==> config.mk <==
export PLATFORM = sky130hd
export DESIGN_NAME = uart_tx_buffered
export DESIGN_NICKNAME = d
export VERILOG_FILES = /design/src/uart_fifo_pkg.sv /design/src/memory_macro.sv /design/src/single_clock_fifo.sv /design/src/uart_serializer.sv /design/src/uart_tx_buffered.sv
export SDC_FILE = /design/constraint.sdc
export NUM_CORES = 1
export LEC_CHECK = 0
export ABC_CLOCK_PERIOD_IN_PS = 9940
export BUFFER_PORTS_ARGS = -buffer_cell sky130_fd_sc_hd__buf_4
export CAP_MARGIN = 20
export CORE_ASPECT_RATIO = 1.5
export CORE_MARGIN = 4
export CORE_UTILIZATION = 66
export DETAILED_ROUTE_END_ITERATION = 6
export PLACE_DENSITY = 0.95
export SLEW_MARGIN = 20
export SYNTH_ARGS = -nofsm -noshare
export SYNTH_HDL_FRONTEND = slang
export SYNTH_SLANG_ARGS = --single-unit
==> constraint.sdc <==
create_clock -name clk -period 9.94 [get_ports clk]
set_clock_uncertainty 0.1 [all_clocks]
set_input_delay 1.491 -clock clk [delete_from_list [all_inputs] [get_ports clk]]
set_output_delay 1.491 -clock clk [all_outputs]
set_load 0.03 [all_outputs]
==> src/uart_fifo_pkg.sv <==
package uart_fifo_pkg;

	////////////////////////////////////////////////////////////////////////////
	// Data path and FIFO sizing

	// Width of one host byte
	localparam int DATA_WIDTH = 8;

	// Number of FIFO entries
	localparam int FIFO_DEPTH = 16;

	// Address bits for the memory behind the FIFO
	localparam int ADDR_BITS = $clog2(FIFO_DEPTH);

	////////////////////////////////////////////////////////////////////////////
	// Serial bit timing

	// Clock cycles per serial bit, kept short so frames simulate quickly
	localparam int CLKS_PER_BIT = 4;

	// Start bit, eight data bits and one stop bit
	localparam int FRAME_BITS = 10;

	// Counter widths for the serializer
	localparam int BAUD_BITS = $clog2(CLKS_PER_BIT);
	localparam int INDEX_BITS = $clog2(FRAME_BITS);

	////////////////////////////////////////////////////////////////////////////
	// Shared types

	// FIFO status as seen by the serializer and the host
	typedef struct packed {
		logic                 empty;
		logic                 full;
		// High for one cycle after a dropped write
		logic                 overflow;
		// Entries ready to read
		logic [ADDR_BITS:0]   rsize;
		// Free entries
		logic [ADDR_BITS:0]   wsize;
	} fifo_status_t;

	// Serializer FSM states
	typedef enum logic [2:0] {
		TX_IDLE,
		TX_FETCH,
		TX_START,
		TX_DATA,
		TX_STOP
	} tx_state_t;

endpackage

==> src/memory_macro.sv <==
`timescale 1ns/1ps

module memory_macro #(
	parameter int WIDTH = uart_fifo_pkg::DATA_WIDTH,
	parameter int DEPTH = uart_fifo_pkg::FIFO_DEPTH
)(
	input  logic                     clk,

	// Write port
	input  logic                     wr_en,
	input  logic [$clog2(DEPTH)-1:0] wr_addr,
	input  logic [WIDTH-1:0]         wr_data,

	// Read port, registered output
	input  logic                     rd_en,
	input  logic [$clog2(DEPTH)-1:0] rd_addr,
	output logic [WIDTH-1:0]         rd_data
);

	////////////////////////////////////////////////////////////////////////////
	// Storage array

	// Plain array so synthesis can map it onto whatever RAM fits
	logic [WIDTH-1:0] mem [DEPTH];

	////////////////////////////////////////////////////////////////////////////
	// Write port

	// One word per enabled cycle
	always_ff @(posedge clk) begin
		if (wr_en) begin
			mem[wr_addr] <= wr_data;
		end
	end

	////////////////////////////////////////////////////////////////////////////
	// Read port

	// Output register only loads on a read, so the word holds between reads
	// Read and write to the same address in one cycle returns the old word
	always_ff @(posedge clk) begin
		if (rd_en) begin
			rd_data <= mem[rd_addr];
		end
	end

endmodule

==> src/single_clock_fifo.sv <==
`timescale 1ns/1ps

module single_clock_fifo #(
	parameter int WIDTH = uart_fifo_pkg::DATA_WIDTH,
	parameter int DEPTH = uart_fifo_pkg::FIFO_DEPTH
)(
	input  logic                       clk,
	input  logic                       reset,

	// Write side
	input  logic                       wr,
	input  logic [WIDTH-1:0]           din,

	// Read side, dout valid the cycle after rd
	input  logic                       rd,
	output logic [WIDTH-1:0]           dout,

	output uart_fifo_pkg::fifo_status_t status
);

	////////////////////////////////////////////////////////////////////////////
	// Pointer control

	// Pointers carry one extra bit to tell full from empty
	logic [uart_fifo_pkg::ADDR_BITS:0] rpos;
	logic [uart_fifo_pkg::ADDR_BITS:0] wpos;

	logic                              empty;
	logic                              full;
	logic                              overflow;
	logic [uart_fifo_pkg::ADDR_BITS:0] rsize;

	// Accepted transfers this cycle
	logic                              wr_take;
	logic                              rd_take;

	// Same position, same lap
	assign empty = (rpos == wpos);

	// Same position, writer one lap ahead
	assign full = (wpos[uart_fifo_pkg::ADDR_BITS-1:0] == rpos[uart_fifo_pkg::ADDR_BITS-1:0]) &&
		(wpos[uart_fifo_pkg::ADDR_BITS] != rpos[uart_fifo_pkg::ADDR_BITS]);

	// Pointer difference wraps cleanly thanks to the extra bit
	assign rsize = wpos - rpos;

	assign wr_take = wr && !full;
	assign rd_take = rd && !empty;

	always_ff @(posedge clk) begin
		// Reset wins over any read or write in the same cycle
		if (reset) begin
			rpos     <= '0;
			wpos     <= '0;
			overflow <= 1'b0;
		end else begin
			// A read and a write in one cycle both advance
			if (rd_take) begin
				rpos <= rpos + 1'b1;
			end
			if (wr_take) begin
				wpos <= wpos + 1'b1;
			end

			// Dropped write flags for exactly one cycle
			overflow <= wr && full;
		end
	end

	////////////////////////////////////////////////////////////////////////////
	// Status

	assign status.empty    = empty;
	assign status.full     = full;
	assign status.overflow = overflow;
	assign status.rsize    = rsize;

	// Free space is whatever the readable count leaves over
	assign status.wsize = (uart_fifo_pkg::ADDR_BITS + 1)'(DEPTH) - rsize;

	////////////////////////////////////////////////////////////////////////////
	// Storage

	// Low pointer bits address the RAM
	memory_macro #(
		.WIDTH(WIDTH),
		.DEPTH(DEPTH)
	) mem (
		.clk(clk),
		.wr_en(wr_take),
		.wr_addr(wpos[uart_fifo_pkg::ADDR_BITS-1:0]),
		.wr_data(din),
		.rd_en(rd_take),
		.rd_addr(rpos[uart_fifo_pkg::ADDR_BITS-1:0]),
		.rd_data(dout)
	);

endmodule

==> src/uart_serializer.sv <==
`timescale 1ns/1ps

module uart_serializer (
	input  logic                                clk,
	input  logic                                reset,

	// FIFO read side
	input  logic                                fifo_empty,
	input  logic [uart_fifo_pkg::DATA_WIDTH-1:0] fifo_data,
	output logic                                fifo_rd,

	// Serial line, idles high
	output logic                                txd,
	output logic                                busy
);

	////////////////////////////////////////////////////////////////////////////
	// State and counters

	uart_fifo_pkg::tx_state_t state;

	// Cycles spent in the current bit
	logic [uart_fifo_pkg::BAUD_BITS-1:0]   baud_count;

	// Frame position, 0 for start, 1 to 8 for data, 9 for stop
	logic [uart_fifo_pkg::INDEX_BITS-1:0]  bit_index;

	// Remaining data bits, LSB goes out next
	logic [uart_fifo_pkg::DATA_WIDTH-1:0]  shift_reg;

	// Last cycle of the current bit period
	logic                                  bit_end;

	// Last data bit of the frame
	logic                                  last_data;

	assign bit_end = (baud_count == uart_fifo_pkg::BAUD_BITS'(uart_fifo_pkg::CLKS_PER_BIT - 1));
	assign last_data = (bit_index == uart_fifo_pkg::INDEX_BITS'(uart_fifo_pkg::FRAME_BITS - 2));

	// Pop as soon as idle with data waiting, word shows up during TX_FETCH
	assign fifo_rd = (state == uart_fifo_pkg::TX_IDLE) && !fifo_empty;

	// Busy from fetch through the end of the stop bit
	assign busy = (state != uart_fifo_pkg::TX_IDLE);

	////////////////////////////////////////////////////////////////////////////
	// Frame FSM

	always_ff @(posedge clk) begin
		if (reset) begin
			state      <= uart_fifo_pkg::TX_IDLE;
			txd        <= 1'b1;
			baud_count <= '0;
			bit_index  <= '0;
		end else begin
			// Bit period counter free runs while a bit is on the line
			if (bit_end) begin
				baud_count <= '0;
			end else begin
				baud_count <= baud_count + 1'b1;
			end

			case (state)
				uart_fifo_pkg::TX_IDLE: begin
					txd <= 1'b1;
					if (!fifo_empty) begin
						state <= uart_fifo_pkg::TX_FETCH;
					end
				end

				// FIFO output is valid now, load it and start the frame
				uart_fifo_pkg::TX_FETCH: begin
					shift_reg  <= fifo_data;
					txd        <= 1'b0;
					baud_count <= '0;
					bit_index  <= '0;
					state      <= uart_fifo_pkg::TX_START;
				end

				// Start bit then into the data bits
				uart_fifo_pkg::TX_START: begin
					if (bit_end) begin
						txd       <= shift_reg[0];
						shift_reg <= shift_reg >> 1;
						bit_index <= bit_index + 1'b1;
						state     <= uart_fifo_pkg::TX_DATA;
					end
				end

				uart_fifo_pkg::TX_DATA: begin
					if (bit_end) begin
						bit_index <= bit_index + 1'b1;
						if (last_data) begin
							txd   <= 1'b1;
							state <= uart_fifo_pkg::TX_STOP;
						end else begin
							txd       <= shift_reg[0];
							shift_reg <= shift_reg >> 1;
						end
					end
				end

				// Line already high, just wait out the stop bit
				uart_fifo_pkg::TX_STOP: begin
					if (bit_end) begin
						state <= uart_fifo_pkg::TX_IDLE;
					end
				end

				default: begin
					txd   <= 1'b1;
					state <= uart_fifo_pkg::TX_IDLE;
				end
			endcase
		end
	end

endmodule

==> src/uart_tx_buffered.sv <==
`timescale 1ns/1ps

module uart_tx_buffered (
	input  logic                                clk,
	input  logic                                reset,

	// Host write side, one wr pulse per byte
	input  logic                                wr,
	input  logic [uart_fifo_pkg::DATA_WIDTH-1:0] din,

	// FIFO status for host flow control
	output uart_fifo_pkg::fifo_status_t          status,

	// Serial output
	output logic                                txd,
	output logic                                busy
);

	////////////////////////////////////////////////////////////////////////////
	// Internal FIFO to serializer path

	logic                                fifo_rd;
	logic [uart_fifo_pkg::DATA_WIDTH-1:0] fifo_dout;

	// Byte buffer between host and line
	single_clock_fifo #(
		.WIDTH(uart_fifo_pkg::DATA_WIDTH),
		.DEPTH(uart_fifo_pkg::FIFO_DEPTH)
	) fifo (
		.clk(clk),
		.reset(reset),
		.wr(wr),
		.din(din),
		.rd(fifo_rd),
		.dout(fifo_dout),
		.status(status)
	);

	// 8N1 framer, drains the FIFO whenever it goes idle
	uart_serializer serializer (
		.clk(clk),
		.reset(reset),
		.fifo_empty(status.empty),
		.fifo_data(fifo_dout),
		.fifo_rd(fifo_rd),
		.txd(txd),
		.busy(busy)
	);

endmodule

Word-level counts from Yosys, hierarchy flattened
Memory sizes are Yosys's and may differ from the RTL's. A register that Yosys moved wholly into a read port is not among the register bits.
Cells that the tools add are included.

storage, ports and cells
  register bits after elaboration = 29
  memory bits (writable) = 128
  bits of input ports = 11
  output and inout bits = 15
  logic and storage cells = 68
  memories = 1

operators by class
  add/subtract/negate cells = 6
  equal/unequal tests = 16
  muxes and demuxes = 18
  bitwise logic cells = 2
  reduce and logical (&&, ||, !) cells = 17

memory list
  memory        words  width  rd ports  clocked after memory_dff  wr ports  RTL line            source
  fifo.mem.mem  16     8      1         1                         1         memory_macro.sv:24  logic [WIDTH-1:0] mem [DEPTH];

operator list
  operator               count
  $mux W8                3
  $pmux W8 S3            1
  $mux W3                5
  $pmux W3 S5            1
  $add A5 B1 Y5 const B  2
  $ne A2 B1 Y1 const B   5
  $reduce_and A5 Y1      2
  $pmux W4 S2            1
  $eq A3 B2 Y1 const B   2
  $reduce_bool A3 Y1     2
  $eq A5 B5 Y1           1
  $logic_and A1 B1 Y1    5
  $mux W1                5
  $sub A5 B5 Y5          1
  $sub A5 B5 Y5 const A  1
  $add A4 B1 Y4 const B  1
  $eq A4 B4 Y1           1
  $eq A4 B4 Y1 const B   1
  $mux W4                1
  $ne A2 B2 Y1 const B   2
  $pmux W1 S4            1
  $eq A3 B1 Y1 const B   1
  $eq A3 B3 Y1 const B   1
  $logic_not A3 Y1       1
  other kinds (10)       12

Longest topological paths before layout
  depth after elaboration = 6
  gate-level depth with buffers = 11
  gate-level depth less buffers = 8

Modules after synthesis
From an unflattened synthesis, not the netlist that was laid out.

unflattened totals
  cells, all modules = 407
  area, all modules = 6,854.1 um^2

by module, submodules not included
  module             instances  cells an instance  area an instance (um^2)  sequential area each (um^2)
  memory_macro       1          229                5,227.5                  4,083.9
  uart_serializer    1          89                 855.8                    440.4
  single_clock_fifo  1          89                 770.7                    220.2

Least setup slack after synthesis
Ideal clock, no wire load.

  path type = register to output
  start point = register fifo.rpos[1] (netlist bit)
  end point = output status[3] (netlist bit)
  arrival time = 2,688 ps
  required time = 8,349 ps
  slack = 5,661 ps
  cell stages (with the launch flop) = 10
  buffers on the path = 3
  cell sequence = dfxtp_1 -> buf_2 -> buf_2 -> buf_2 -> inv_1 -> ha_1 -> a21o_1 -> a21oi_1 -> xnor2_1 -> xor2_1

RTL lines
  item                    RTL line                 source
  from (decl)             single_clock_fifo.sv:25  logic [uart_fifo_pkg::ADDR_BITS:0] rpos;
  from (signal assigned)  single_clock_fifo.sv:59  rpos <= rpos + 1'b1;
  to (decl)               uart_tx_buffered.sv:12   output uart_fifo_pkg::fifo_status_t status,

==> results.rst <==
.. list-table::
   :header-rows: 1

   * - Metric
     - Value
   * - Kind of critical path
     - reg -> out
   * - Commonest non-fill, non-tap cell in the layout
     - sky130_fd_sc_hd__edfxtp_1
   * - Clock net sink count
     - 165
   * - Ratio of total power to cell area
     - 250.1 mW/mm^2
   * - Final nets
     - 498
   * - Count of max-cap constraint violations
     - 0
   * - Status
     - finished clean
   * - Beginning of the critical path
     - fifo.rpos[0]
   * - Maximum number of pins on one net before global-route repair
     - 43
   * - CTS clk-pin slew, worst paths
     - 60 ps
   * - Placer's final routability congestion estimate
     - 0.9926
   * - Family with the most delay on the worst path
     - adder cells
   * - GRT Residual Overflow
     - 0
   * - Maximum clock frequency
     - 228.8 MHz
   * - Worst setup SP type
     - flop
   * - Part of the Yosys area used for sequential elements
     - 0.6821
   * - Post-CTS Hold Buffers
     - 0
   * - Synthesized cell area
     - 0.006955 mm^2
   * - Final-layout setup total negative slack
     - 0 ps
   * - Average cell area after synthesis
     - 15.35 um^2
   * - Full die area
     - 0.01228 mm^2
   * - Critical Path Max Stage Delay
     - 470 ps
   * - Min-Delay Path Class
     - reg -> reg
   * - Final worst setup slack
     - 5569 ps
   * - Number of global-route vias before repair
     - 4,023
   * - Yosys Warn Count
     - 0
   * - Number of DRC violations after detailed-routing iteration 0
     - 400
   * - Number of antenna violations at the first check in global routing
     - 0
   * - TritonCTS clock tree
     - built
   * - Iteration count of the initial detailed-routing pass
     - 5
   * - Arrival time worst endpoint
     - 2780 ps
   * - GRT Util Overall
     - 0.2498
   * - CP Capture Type
     - output pin
   * - Required time worst endpoint
     - 8350 ps
   * - Initial core utilization
     - 0.6825
   * - CTS HTree Levels
     - 4
   * - Final hold violation count
     - 0
   * - Shortest period the worst path allows
     - 4371 ps
   * - X dimension of the die
     - 91.82 um
   * - Normalized max-slew margin
     - 0.4554
   * - Number of I/O pins
     - 26
   * - Synthesis-to-finish area growth
     - 11.51%
   * - Pre-CTS setup slack
     - 6019 ps
   * - Maximum fanout encountered on the critical timing path
     - 37
   * - Fin. max-slew vios
     - 0
   * - Fraction of layout instances using a drive strength above 1
     - 0.1790
   * - Total inserted antenna cells
     - 0
   * - Peak supply drop
     - 0.0001605 V
   * - Ys async rst share
     - 0
   * - TritonCTS buffer count
     - 17
   * - Most frequent cells in the layout
     - 144 x sky130_fd_sc_hd__edfxtp_1, 48 x sky130_fd_sc_hd__nand2_1, 34 x sky130_fd_sc_hd__nor2_1
   * - Insertion delay to the later sink of the worst-skew pair
     - 430 ps
   * - Final routed wirelength across all metal layers
     - 14,090 um
   * - Number of cells upsized or downsized after cts
     - 0
   * - Vertical extent of the die
     - 133.7 um
   * - Root Driver
     - sky130_fd_sc_hd__clkbuf_16
   * - RSZ-0062 raised after global routing
     - false
   * - Detailed-route via count
     - 3,886
   * - Reg-to-reg slack, setup
     - 6840 ps
   * - Number of enable flip-flop cells after synthesis
     - 144
   * - Hold Path Origin
     - serializer.baud_count[0]
   * - Buffers & Inverters on Critical Path
     - 2
   * - Wire length of the first global-routing pass
     - 22,400 um
   * - Core box area
     - 0.01019 mm^2
   * - Post-CTS setup buffer count
     - 0
   * - Count of different cell masters after synthesis
     - 44
   * - Startpoint of the worst-slack reg-to-reg timing path
     - fifo.rpos[0]
   * - Wirelength per Cell
     - 22.48 um
   * - Via-to-Cell Ratio
     - 6.198
   * - CTS Buffer Depth
     - 2
   * - Transition at the pin with the smallest max-transition slack
     - 813.9 ps
   * - Cell at the slowest stage of the critical path
     - sky130_fd_sc_hd__buf_4
   * - Portion of the clock cycle consumed by the worst path in the final layout
     - 0.4398
   * - Std cell rows
     - 45
   * - Number of flip-flops and latches in the synthesized netlist
     - 165
   * - Reported leakage power
     - 2.674 nW
   * - Number of flip-flops in the largest register
     - 128
   * - DRC violations left
     - 0
   * - Remaining antenna violation count after routing
     - 0
   * - Post-Synthesis Cells
     - 453
   * - Setup violations, final
     - 0
   * - Final HPWL DP
     - 8725 um
   * - Net count after synthesis
     - 478
   * - Critical path, cell by cell
     - buf_4, ha_1, fa_1, ha_1, nand3_1, mux2i_1, xor2_1, buf_4
   * - Port Buf Inserts
     - 25
   * - Predominant post-synthesis flop cell
     - sky130_fd_sc_hd__edfxtp_1
## area by class of cell
type / instances / area [um^2]
sequential: 165 / 4747
multi-input combinational: 248 / 2013
tap: 141 / 176.4
fill: 532 / 2435
clock inverter: 15 / 138.9
timing repair buffer: 27 / 202.7
clock buffer: 17 / 425.4
inverter: 14 / 52.55
## worst paths after layout
path | endpoint | cells after the start
setup / recovery | status[4] | 8
hold / removal | serializer.baud_count[0] | 1
setup reg to reg | fifo.mem.mem[8][2] | 6
hold reg to reg | serializer.baud_count[0] | 1
## power breakdown
part	leakage [nW]	total (mW)	internal, mW	switching (mW)
registers	1.48	0.839	0.815	0.0235
clock network	0.270	0.626	0.330	0.295
logic	0.927	0.475	0.192	0.283
## logic make-up (layout without fill, tap and decap cells)
group	Yosys count	count (layout)	synth area share
buf+inv	40	73	0.03130
flops	165	165	0.6821
compound gates	39	39	0.03886
xor+xnor	17	17	0.02141
mux	41	41	0.1070
simple gates	137	137	0.09300
fa+ha+maj	14	14	0.02626
## synthesized netlist by cell type, drive strengths merged (5+ instances only)
cell type,number,area [um^2]
mux2i,17,170.2
buf,19,138.9
ha,13,162.7
inv,14,52.55
clkbuf,7,26.28
mux4,24,574.3
nand2,49,191.4
nor2b,10,62.56
nor2,34,127.6
xnor2,7,61.31
dfxtp,21,420.4
a211o,8,70.07
xor2,10,87.58
a21oi,18,101.4
nand3,18,90.09
edfxtp,144,4324
nand2b,6,37.54
nor3,5,25.02
## layer usage
metal	track usage	share of wire	up-vias
met2	0.4274	0.54	187
li1	-	-	1730
met4	0.1347	0.046	0
met1	0.2918	0.35	1917
met5	0	0	-
met3	0.05650	0.059	52
## through the flow
stage | hold WS (ps) | cells | utilization | total power, mW | area [um^2]
3_5_place_dp | 327.8 | 595 | 0.7037 | 1.325 | 7172
3_3_place_gp | 315.4 | 595 | 0.7037 | 1.304 | 7172
6_report | 336.8 | 627 | 0.7611 | 1.940 | 7756
2_1_floorplan | 308.4 | 453 | - | 1.213 | 6955
5_1_grt | 359.6 | 627 | 0.7611 | 2.016 | 7756
4_1_cts | 336.9 | 627 | 0.7591 | 1.946 | 7736
No activity file was read; power rests on OpenSTA's default activity.
